`src/common/core_bus_pkg.sv`:
```
package core_bus_pkg;

	localparam int bus_addr_w = 32;
	localparam int bus_data_w = 32;
	localparam int bus_sel_w  = bus_data_w / 8; // one bit per byte lane

	typedef logic [bus_addr_w-1:0] bus_addr_t;
	typedef logic [bus_data_w-1:0] bus_data_t;
	typedef logic [bus_sel_w-1:0]  bus_sel_t;

endpackage

```
`src/common/rv_isa_pkg.sv`:
```
package rv_isa_pkg;

	localparam int xlen = 32;

	typedef enum logic [6:0] {
		op_lui    = 7'b0110111,
		op_auipc  = 7'b0010111,
		op_jal    = 7'b1101111,
		op_jalr   = 7'b1100111,
		op_branch = 7'b1100011,
		op_load   = 7'b0000011,
		op_store  = 7'b0100011,
		op_imm    = 7'b0010011,
		op_op     = 7'b0110011,
		op_system = 7'b1110011
	} opcode_e;

	// branch, load and store variants
	localparam logic [2:0] f3_beq = 3'b000;
	localparam logic [2:0] f3_bne = 3'b001;
	localparam logic [2:0] f3_bge = 3'b101;
	localparam logic [2:0] f3_lw  = 3'b010;
	localparam logic [2:0] f3_lbu = 3'b100;
	localparam logic [2:0] f3_sb  = 3'b000;
	localparam logic [2:0] f3_sh  = 3'b001;
	localparam logic [2:0] f3_sw  = 3'b010;

	// alu variants, shared by op and op-imm
	localparam logic [2:0] f3_add  = 3'b000;
	localparam logic [2:0] f3_sll  = 3'b001;
	localparam logic [2:0] f3_sltu = 3'b011;
	localparam logic [2:0] f3_xor  = 3'b100;
	localparam logic [2:0] f3_sr   = 3'b101;
	localparam logic [2:0] f3_or   = 3'b110;
	localparam logic [2:0] f3_and  = 3'b111;

	localparam logic [6:0] f7_base = 7'b0000000;
	localparam logic [6:0] f7_alt  = 7'b0100000; // srai
	localparam logic [11:0] ebreak_imm = 12'h001;

	typedef struct packed {
		logic [6:0] funct7;
		logic [4:0] rs2;
		logic [4:0] rs1;
		logic [2:0] funct3;
		logic [4:0] rd;
		opcode_e    opcode;
	} r_type_t;

	typedef struct packed {
		logic [11:0] imm;
		logic [4:0]  rs1;
		logic [2:0]  funct3;
		logic [4:0]  rd;
		opcode_e     opcode;
	} i_type_t;

	typedef struct packed {
		logic [6:0] imm_hi;
		logic [4:0] rs2;
		logic [4:0] rs1;
		logic [2:0] funct3;
		logic [4:0] imm_lo;
		opcode_e    opcode;
	} s_type_t;

	// b and j share the sign and imm[10:5] bits
	typedef struct packed {
		logic       sign;
		logic [5:0] imm_10_5;
		logic [3:0] j_4_1;
		logic       j_11;
		logic [7:0] j_19_12;
		logic [3:0] b_4_1;
		logic       b_11;
		opcode_e    opcode;
	} bj_type_t;

	typedef union packed {
		r_type_t  r;
		i_type_t  i;
		s_type_t  s;
		bj_type_t bj;
	} rv_instr_t;

endpackage

```
`src/common/instr_stream_if.sv`:
```
`timescale 1ns/1ps

interface instr_stream_if;
	import core_bus_pkg::*;
	import rv_isa_pkg::*;

	logic      valid;
	logic      ready;
	bus_addr_t pc; // address of instr
	rv_instr_t instr;

	modport producer (
		output valid,
		output pc,
		output instr,
		input  ready
	);

	modport consumer (
		input  valid,
		input  pc,
		input  instr,
		output ready
	);

endinterface

```
`src/execute/exec_stage.sv`:
```
`timescale 1ns/1ps

module exec_stage (
	input  logic                    clk,
	input  logic                    arst_n,
	instr_stream_if.consumer        in_s,
	output logic                    dbus_cyc,
	output logic                    dbus_stb,
	output logic                    dbus_we,
	output core_bus_pkg::bus_addr_t dbus_adr,
	output core_bus_pkg::bus_data_t dbus_dat_w,
	output core_bus_pkg::bus_sel_t  dbus_sel,
	input  core_bus_pkg::bus_data_t dbus_dat_r,
	input  logic                    dbus_ack,
	output logic                    redirect,
	output core_bus_pkg::bus_addr_t redirect_pc,
	output logic                    halted
);
	import rv_isa_pkg::*;
	import core_bus_pkg::*;

	typedef enum logic {st_issue, st_mem_wait} state_e;

	state_e          state;
	logic [xlen-1:0] regs [1:31]; // x0 reads as zero
	bus_data_t       src1;
	bus_data_t       src2;
	bus_data_t       val;
	bus_data_t       ld_data;
	bus_data_t       wb_data;
	bus_addr_t       jump_target;
	bus_addr_t       mem_addr;
	bus_sel_t        wmask;
	logic            jump_taken;
	logic            is_load;
	logic            is_store;
	logic            rd_write;
	logic            is_halt;
	logic            accept;
	logic            wb_en;
	logic [4:0]      wb_rd;
	logic [4:0]      ld_rd;
	logic            ld_pending;
	logic            ld_byte;

	assign src1 = (in_s.instr.r.rs1 == 5'd0) ? '0 : regs[in_s.instr.r.rs1];
	assign src2 = (in_s.instr.r.rs2 == 5'd0) ? '0 : regs[in_s.instr.r.rs2];

	exu u_exu (
		.instr       (in_s.instr),
		.pc          (in_s.pc),
		.src1        (src1),
		.src2        (src2),
		.val         (val),
		.jump_taken  (jump_taken),
		.jump_target (jump_target),
		.mem_addr    (mem_addr),
		.wmask       (wmask),
		.is_load     (is_load),
		.is_store    (is_store),
		.rd_write    (rd_write),
		.is_halt     (is_halt)
	);

	// hold off while a redirect flushes the wrong path
	assign in_s.ready = (state == st_issue) && !halted && !redirect;
	assign accept = in_s.valid && in_s.ready;
	assign ld_data = ld_byte ? {24'd0, dbus_dat_r[7:0]} : dbus_dat_r;

	always_comb begin
		wb_en = 1'b0;
		wb_rd = in_s.instr.r.rd;
		wb_data = val;
		if (state == st_mem_wait) begin
			wb_en = dbus_ack && ld_pending;
			wb_rd = ld_rd;
			wb_data = ld_data;
		end else if (accept && !is_load && !is_store) begin
			wb_en = rd_write;
		end
	end

	always_ff @(posedge clk) begin
		if (wb_en && wb_rd != 5'd0)
			regs[wb_rd] <= wb_data;
	end

	always_ff @(posedge clk or negedge arst_n) begin
		if (!arst_n) begin
			state <= st_issue;
			dbus_cyc <= 1'b0;
			dbus_stb <= 1'b0;
			dbus_we <= 1'b0;
			redirect <= 1'b0;
			halted <= 1'b0;
			ld_pending <= 1'b0;
		end else begin
			redirect <= 1'b0; // single-cycle pulse
			case (state)
				st_issue: begin
					if (accept && (is_load || is_store)) begin
						state <= st_mem_wait;
						dbus_cyc <= 1'b1;
						dbus_stb <= 1'b1;
						dbus_we <= is_store;
						ld_pending <= is_load;
					end else if (accept) begin
						redirect <= jump_taken;
						if (is_halt)
							halted <= 1'b1;
					end
				end
				st_mem_wait: begin
					if (dbus_ack) begin
						state <= st_issue;
						dbus_cyc <= 1'b0;
						dbus_stb <= 1'b0;
						dbus_we <= 1'b0;
						ld_pending <= 1'b0;
					end
				end
				default: state <= st_issue;
			endcase
		end
	end

	always_ff @(posedge clk) begin
		if (accept) begin
			redirect_pc <= jump_target;
			dbus_adr <= mem_addr;
			dbus_dat_w <= val; // store data, low lanes
			dbus_sel <= is_store ? wmask : '1;
			ld_rd <= in_s.instr.r.rd;
			ld_byte <= (in_s.instr.r.funct3 == f3_lbu);
		end
	end

endmodule

```
`src/execute/exu.sv`:
```
`timescale 1ns/1ps

module exu (
	input  rv_isa_pkg::rv_instr_t   instr,
	input  core_bus_pkg::bus_addr_t pc,
	input  core_bus_pkg::bus_data_t src1,
	input  core_bus_pkg::bus_data_t src2,
	output core_bus_pkg::bus_data_t val,
	output logic                    jump_taken,
	output core_bus_pkg::bus_addr_t jump_target,
	output core_bus_pkg::bus_addr_t mem_addr,
	output core_bus_pkg::bus_sel_t  wmask,
	output logic                    is_load,
	output logic                    is_store,
	output logic                    rd_write,
	output logic                    is_halt
);
	import rv_isa_pkg::*;
	import core_bus_pkg::*;

	bus_data_t  imm_i;
	bus_data_t  imm_s;
	bus_data_t  imm_b;
	bus_data_t  imm_j;
	bus_data_t  imm_u;
	logic [2:0] funct3;
	logic [6:0] funct7;

	assign funct3 = instr.r.funct3;
	assign funct7 = instr.r.funct7;

	assign imm_i = {{20{instr.i.imm[11]}}, instr.i.imm};
	assign imm_s = {{20{instr.s.imm_hi[6]}}, instr.s.imm_hi, instr.s.imm_lo};
	assign imm_b = {{20{instr.bj.sign}}, instr.bj.b_11, instr.bj.imm_10_5,
		instr.bj.b_4_1, 1'b0};
	assign imm_j = {{12{instr.bj.sign}}, instr.bj.j_19_12, instr.bj.j_11,
		instr.bj.imm_10_5, instr.bj.j_4_1, 1'b0};
	assign imm_u = {instr.bj.sign, instr.bj.imm_10_5, instr.bj.j_4_1, instr.bj.j_11,
		instr.bj.j_19_12, 12'd0};

	assign mem_addr = src1 + ((instr.r.opcode == op_store) ? imm_s : imm_i);

	always_comb begin
		val = '0;
		jump_taken = 1'b0;
		jump_target = pc + imm_b;
		wmask = '0;
		is_load = 1'b0;
		is_store = 1'b0;
		rd_write = 1'b0;
		is_halt = 1'b0;
		case (instr.r.opcode)
			op_lui: begin
				val = imm_u;
				rd_write = 1'b1;
			end
			op_auipc: begin
				val = pc + imm_u;
				rd_write = 1'b1;
			end
			op_jal: begin
				val = pc + 32'd4; // link
				rd_write = 1'b1;
				jump_taken = 1'b1;
				jump_target = pc + imm_j;
			end
			op_jalr: begin
				val = pc + 32'd4;
				rd_write = 1'b1;
				jump_taken = 1'b1;
				jump_target = (src1 + imm_i) & ~32'd1;
			end
			op_branch: begin
				case (funct3)
					f3_beq: jump_taken = (src1 == src2);
					f3_bne: jump_taken = (src1 != src2);
					f3_bge: jump_taken = ($signed(src1) >= $signed(src2));
					default: jump_taken = 1'b0;
				endcase
			end
			op_load: begin
				is_load = (funct3 == f3_lw) || (funct3 == f3_lbu);
				rd_write = is_load; // data comes from the bus
			end
			op_store: begin
				val = src2;
				case (funct3)
					f3_sb: wmask = 4'h1;
					f3_sh: wmask = 4'h3;
					f3_sw: wmask = 4'hf;
					default: wmask = 4'h0;
				endcase
				is_store = (wmask != '0);
			end
			op_imm: begin
				rd_write = 1'b1;
				case (funct3)
					f3_add: val = src1 + imm_i;
					f3_sltu: val = bus_data_t'(src1 < imm_i);
					f3_xor: val = src1 ^ imm_i;
					f3_and: val = src1 & imm_i;
					f3_sll: val = src1 << instr.i.imm[4:0];
					f3_sr: begin
						val = $signed(src1) >>> instr.i.imm[4:0];
						rd_write = (funct7 == f7_alt); // srli not decoded
					end
					default: rd_write = 1'b0;
				endcase
			end
			op_op: begin
				rd_write = (funct7 == f7_base);
				case (funct3)
					f3_add: val = src1 + src2;
					f3_sll: val = src1 << src2[4:0];
					f3_sltu: val = bus_data_t'(src1 < src2);
					f3_xor: val = src1 ^ src2;
					f3_or: val = src1 | src2;
					f3_and: val = src1 & src2;
					default: rd_write = 1'b0;
				endcase
			end
			op_system: is_halt = (funct3 == 3'b000) && (instr.i.imm == ebreak_imm);
			default: val = '0; // retires as a no-op
		endcase
	end

endmodule

```
`src/rtl/fetch_unit.sv`:
```
`timescale 1ns/1ps

module fetch_unit #(
	parameter core_bus_pkg::bus_addr_t reset_pc = 32'h0000_0000
) (
	input  logic                    clk,
	input  logic                    arst_n,
	output logic                    ibus_cyc,
	output logic                    ibus_stb,
	output core_bus_pkg::bus_addr_t ibus_adr,
	input  core_bus_pkg::bus_data_t ibus_dat_r,
	input  logic                    ibus_ack,
	input  logic                    redirect,
	input  core_bus_pkg::bus_addr_t redirect_pc,
	instr_stream_if.producer        out_s
);
	import core_bus_pkg::*;

	bus_addr_t pc; // next fetch address
	logic      discard;
	logic      out_free;
	logic      launch;
	logic      keep_word;

	assign out_free = !out_s.valid || out_s.ready;
	assign launch = !ibus_cyc && out_free && !redirect;
	assign keep_word = ibus_cyc && ibus_ack && !discard && !redirect;

	always_ff @(posedge clk or negedge arst_n) begin
		if (!arst_n) begin
			pc <= reset_pc;
			ibus_cyc <= 1'b0;
			ibus_stb <= 1'b0;
			discard <= 1'b0;
			out_s.valid <= 1'b0;
		end else begin
			if (redirect)
				pc <= redirect_pc;
			else if (launch)
				pc <= pc + 32'd4;

			if (launch) begin
				ibus_cyc <= 1'b1;
				ibus_stb <= 1'b1;
			end else if (ibus_cyc && ibus_ack) begin
				ibus_cyc <= 1'b0;
				ibus_stb <= 1'b0;
			end

			// a redirect mid-read leaves a stale word in flight
			if (ibus_cyc && ibus_ack)
				discard <= 1'b0;
			else if (ibus_cyc && redirect)
				discard <= 1'b1;

			if (redirect)
				out_s.valid <= 1'b0; // wrong path
			else if (keep_word)
				out_s.valid <= 1'b1;
			else if (out_s.ready)
				out_s.valid <= 1'b0;
		end
	end

	always_ff @(posedge clk) begin
		if (launch)
			ibus_adr <= pc;
		if (keep_word) begin
			out_s.pc <= ibus_adr;
			out_s.instr <= ibus_dat_r;
		end
	end

endmodule

```
`src/rtl/instr_queue.sv`:
```
`timescale 1ns/1ps

module instr_queue #(
	parameter int queue_depth = 4
) (
	input  logic             clk,
	input  logic             arst_n,
	input  logic             flush,
	instr_stream_if.consumer in_s,
	instr_stream_if.producer out_s
);
	import core_bus_pkg::*;
	import rv_isa_pkg::*;

	localparam int ptr_w = $clog2(queue_depth);

	bus_addr_t        pc_mem [queue_depth];
	rv_instr_t        instr_mem [queue_depth];
	logic [ptr_w-1:0] wr_ptr;
	logic [ptr_w-1:0] rd_ptr;
	logic [ptr_w:0]   count;
	logic             push;
	logic             pop;

	assign in_s.ready = (count != (ptr_w + 1)'(queue_depth));
	assign out_s.valid = (count != '0);
	assign out_s.pc = pc_mem[rd_ptr];
	assign out_s.instr = instr_mem[rd_ptr];

	// nothing moves on a flush edge
	assign push = in_s.valid && in_s.ready && !flush;
	assign pop = out_s.valid && out_s.ready && !flush;

	always_ff @(posedge clk) begin
		if (push) begin
			pc_mem[wr_ptr] <= in_s.pc;
			instr_mem[wr_ptr] <= in_s.instr;
		end
	end

	always_ff @(posedge clk or negedge arst_n) begin
		if (!arst_n) begin
			wr_ptr <= '0;
			rd_ptr <= '0;
			count <= '0;
		end else if (flush) begin
			wr_ptr <= '0;
			rd_ptr <= '0;
			count <= '0;
		end else begin
			if (push)
				wr_ptr <= wr_ptr + 1'b1; // wraps, depth is a power of two
			if (pop)
				rd_ptr <= rd_ptr + 1'b1;
			case ({push, pop})
				2'b10: count <= count + 1'b1;
				2'b01: count <= count - 1'b1;
				default: count <= count;
			endcase
		end
	end

endmodule

```
`src/rtl/rv_core_top.sv`:
```
`timescale 1ns/1ps

module rv_core_top #(
	parameter core_bus_pkg::bus_addr_t reset_pc = 32'h0000_0000,
	parameter int queue_depth = 4
) (
	input  logic                    clk,
	input  logic                    arst_n,
	output logic                    ibus_cyc,
	output logic                    ibus_stb,
	output core_bus_pkg::bus_addr_t ibus_adr,
	input  core_bus_pkg::bus_data_t ibus_dat_r,
	input  logic                    ibus_ack,
	output logic                    dbus_cyc,
	output logic                    dbus_stb,
	output logic                    dbus_we,
	output core_bus_pkg::bus_addr_t dbus_adr,
	output core_bus_pkg::bus_data_t dbus_dat_w,
	output core_bus_pkg::bus_sel_t  dbus_sel,
	input  core_bus_pkg::bus_data_t dbus_dat_r,
	input  logic                    dbus_ack,
	output logic                    halted
);
	import core_bus_pkg::*;

	logic      redirect;
	bus_addr_t redirect_pc;

	instr_stream_if fetch_to_queue ();
	instr_stream_if queue_to_exec ();

	fetch_unit #(
		.reset_pc (reset_pc)
	) u_fetch (
		.clk         (clk),
		.arst_n      (arst_n),
		.ibus_cyc    (ibus_cyc),
		.ibus_stb    (ibus_stb),
		.ibus_adr    (ibus_adr),
		.ibus_dat_r  (ibus_dat_r),
		.ibus_ack    (ibus_ack),
		.redirect    (redirect),
		.redirect_pc (redirect_pc),
		.out_s       (fetch_to_queue.producer)
	);

	instr_queue #(
		.queue_depth (queue_depth)
	) u_queue (
		.clk    (clk),
		.arst_n (arst_n),
		.flush  (redirect), // wrong-path entries
		.in_s   (fetch_to_queue.consumer),
		.out_s  (queue_to_exec.producer)
	);

	exec_stage u_exec (
		.clk         (clk),
		.arst_n      (arst_n),
		.in_s        (queue_to_exec.consumer),
		.dbus_cyc    (dbus_cyc),
		.dbus_stb    (dbus_stb),
		.dbus_we     (dbus_we),
		.dbus_adr    (dbus_adr),
		.dbus_dat_w  (dbus_dat_w),
		.dbus_sel    (dbus_sel),
		.dbus_dat_r  (dbus_dat_r),
		.dbus_ack    (dbus_ack),
		.redirect    (redirect),
		.redirect_pc (redirect_pc),
		.halted      (halted)
	);

endmodule

```
`config.mk`:
```
export PLATFORM = sky130hd
export DESIGN_NAME = rv_core_top
export DESIGN_NICKNAME = d
export VERILOG_FILES = /design/src/common/core_bus_pkg.sv /design/src/common/rv_isa_pkg.sv /design/src/common/instr_stream_if.sv /design/src/execute/exec_stage.sv /design/src/execute/exu.sv /design/src/rtl/fetch_unit.sv /design/src/rtl/instr_queue.sv /design/src/rtl/rv_core_top.sv
export SDC_FILE = /design/constraint.sdc
export NUM_CORES = 2
export LEC_CHECK = 0
export BUFFER_PORTS_ARGS = -buffer_cell sky130_fd_sc_hd__buf_2
export CAP_MARGIN = 10
export CORE_UTILIZATION = 55
export CTS_BUF_LIST = sky130_fd_sc_hd__clkbuf_16
export DETAILED_ROUTE_END_ITERATION = 10
export PLACE_DENSITY = 0.78
export SLEW_MARGIN = 20
export SYNTH_ARGS = -nofsm -noshare
export SYNTH_HDL_FRONTEND = slang
export SYNTH_SLANG_ARGS = --single-unit
```
`constraint.sdc`:
```
create_clock -name clk -period 19.3 [get_ports clk]
set_input_delay 2.895 -clock clk [delete_from_list [all_inputs] [get_ports clk]]
set_output_delay 2.895 -clock clk [all_outputs]
set_load 0.05 [all_outputs]
```
==> out/metrics.csv <==
metric,value,unit
cp-start-kind,flip-flop,
ctsLongestPathBuffers,3,
cts.repair.resized,0,
final_common_cell,edfxtp_1,
ys.flop_type,edfxtp_1,
dieArea,154000,um2
fillers,11300,
cts.clk_slew.worst_paths,0.06,ns
track_usage,49.2,%
hold_violations,0,
slew_violations,0,
wire_per_inst,42.4,um
clk_latency,0.85,ns
start_util,55.7,%
h-tree-depth,4,
fmaxAchievable,87.9,MHz
fin_skew,0.114,ns
min_period,11.38,ns
min_delay_worst_endpoint,u_fetch.pc[7],
hold_buffers,0,
drc_errors,0,
synthCells,6773,
hold_path_depth,2,
ys_warn_count,0,
antenna_found_initial,33,
die_h,392,um
num_rows,142,
worst_pin_slew,1.35,ns
grt_pass1_vias,66200,
vias,68700,
cts_inserted_buffers,152,
async_flop_share,3.21,%
layout.core_utilization,61.3,%
grt_setup_unrepaired,false,
core_area,150000,um2
avgSynthCellArea,12.4,um2
r2r_slack,7.92,ns
gp_congestion,1.09,
setup_viol,0,
mostFrequentLayoutCells,"edfxtp_1 (1449), mux2i_1 (731), nand2_1 (627)",
cts.sinks,1497,
ios,174,
arrival,11.75,ns
via_per_inst,7.58,
syn_nets,7070,
syn-cell-area,83800,um2
setup.worst_path.class,reg2reg,
cts_tree,built,
maxCapViolCount,0,
root_buffer,clkbuf_16,
drt_iter0_drc,11900,
endpoint_kind,flip-flop,
drive_gt1_share,15.4,%
tns,0,ns
ys_seq_elements,1497,
worstHoldStart,u_exec.redirect_pc[7],
nets,7207,
reg2reg_to,u_exec.regs[15][30],
reg2reg_depth,24,
port_buffers,173,
r2r-start,u_queue.rd_ptr[1],
yosysUniqueCellTypes,101,
gr-total-overflow,0,
drtPass1Iterations,8,
min_period_over_period,58.9,%
routed_wl,384,mm
synth-seq-area-share,53.4,%
grt_max_degree,120,
cts_setup_buffers,0,
syn_to_final_growth,10.1,%
grt_pass1_wl,521,mm
dp_hpwl,257,mm
slew_headroom,9.56,%
hp-class,reg2reg,
cp.required,19.68,ns
worst-path-max-fanout,119,
detail-route-antenna-nets,0,
fp.dieW,392,um
synth_edf_count,1449,
status,finished clean,
-- layer usage --
metal | track usage (%) | routed length [um] | vias up
met4 | 40.0 | 38000 | 14
met1 | 59.0 | 129000 | 33700
met5 | 0 | 92 | -
li1 | - | - | 26700
met2 | 71.9 | 164000 | 6433
met3 | 17.1 | 53900 | 1800
-- cells by family after synthesis --
| logic type | Yosys count | share of synthesized area, % |
|---|---|---|
| AO/OA/AOI/OAI | 1532 | 12.3 |
| XOR/XNOR | 203 | 2.12 |
| adder cells (fa/ha/maj) | 229 | 3.47 |
| buffers and inverters | 631 | 3.66 |
| flip-flops | 1497 | 53.4 |
| multiplexers | 1027 | 16.1 |
| other | 1 | 0.00448 |
| AND/OR/NAND/NOR | 1653 | 8.94 |
-- registers in the layout, indices dropped and copies added (netlist names), 2 cells and up --
register	count
u_fetch.out_s.pc	32
u_exec.regs	992
u_exec.ld_rd	5
u_exec.redirect_pc	32
u_exec.dbus_sel	3
u_queue.pc_mem	128
u_queue.rd_ptr	2
u_fetch.pc	32
u_exec.dbus_adr	32
u_exec.dbus_dat_w	32
u_queue.wr_ptr	2
u_queue.count	3
u_fetch.ibus_adr	32
u_fetch.out_s.instr	32
u_queue.instr_mem	128
-- cell usage after synthesis, types with 39 or more instances --
cell      instances  area share, %
a22oi_1         114            1.0
xnor2_1         120            1.3
edfxtp_1       1449             52
buf_2           128           0.76
buf_1            47           0.21
o21bai_1         39           0.35
a32oi_1          69           0.72
a21oi_1         279            1.7
a221oi_1         41           0.43
a21o_1           40           0.36
nor2_1          422            1.9
clkbuf_1        197           0.88
xor2_1           83           0.87
ha_1            223            3.3
nor3_1          117           0.70
a211oi_1        143            1.3
a31oi_1          53           0.40
o22ai_1         106           0.79
mux2i_1         732            8.7
nand2_1         628            2.8
o21ai_0         306            1.8
mux2_2           42           0.56
o211ai_1         45           0.40
inv_1           167           0.75
dfrtp_1          48            1.4
nand3_1         172            1.0
mux4_2          249            6.7
nand4_1          69           0.52
-- per-stage QoR --
step / worst slack (ns) / instances / cell area, um2 / hold slack, ns
detailed placement: 8.61 / 8771 / 87200 / 0.435
global placement: 8.52 / 8766 / 87100 / 0.430
floorplan: 4.83 / 6773 / 83800 / 0.421
global route: 8.00 / 9052 / 92200 / 0.466
finish: 7.92 / 9067 / 92200 / 0.444
CTS: 8.56 / 9049 / 92200 / 0.440
-- worst max path at each step --
| stage | end | depth (start not counted) | startpoint |
|---|---|---|---|
| floorplan | u_exec.regs[9][0] | 6 | u_exec.halted |
| global placement | u_exec.regs[10][19] | 25 | u_queue.rd_ptr[0] |
| detailed placement | u_exec.regs[8][30] | 24 | u_queue.rd_ptr[0] |
| CTS | u_exec.regs[15][30] | 24 | u_queue.rd_ptr[0] |
| global route | u_exec.regs[15][30] | 24 | u_queue.rd_ptr[1] |
| finish | u_exec.regs[15][30] | 24 | u_queue.rd_ptr[1] |
-- critical path, cell delays in order (launching register included) --
cell and delay (ns):
dfrtp_4 0.76, mux2i_1 0.18, mux2_4 0.50, inv_16 0.47
buf_4 0.93, buf_4 0.80, mux2i_1 0.29, nand2_1 0.08
a32oi_1 0.37, nand2_1 0.12, nor2_1 0.31, buf_4 0.24
inv_1 0.16, ha_1 0.41, a21oi_1 0.30, o21ai_0 0.29
a221oi_1 0.50, a211o_1 0.22, nand3_1 0.16, a311o_1 0.38
o31ai_1 0.44, xor2_1 0.21, a2111oi_0 1.00, o211ai_1 0.73
o21a_1 0.76
-- cell type report --
| cell class | instances | area, um2 | area share (%) |
|---|---|---|---|
| clock buffer | 152 | 3800 | 4.12 |
| inverter | 181 | 723 | 0.784 |
| clock inverter | 126 | 1150 | 1.25 |
| antenna | 17 | 42.5 | 0.0461 |
| timing repair buffer | 433 | 2830 | 3.07 |
| multi-input combinational | 4645 | 36400 | 39.5 |
| tap | 2016 | 2520 | 2.73 |
| sequential | 1497 | 44700 | 48.5 |
Power is not shown: default switching activity piles up to over one toggle a cycle in this logic, so the estimate is an artifact.
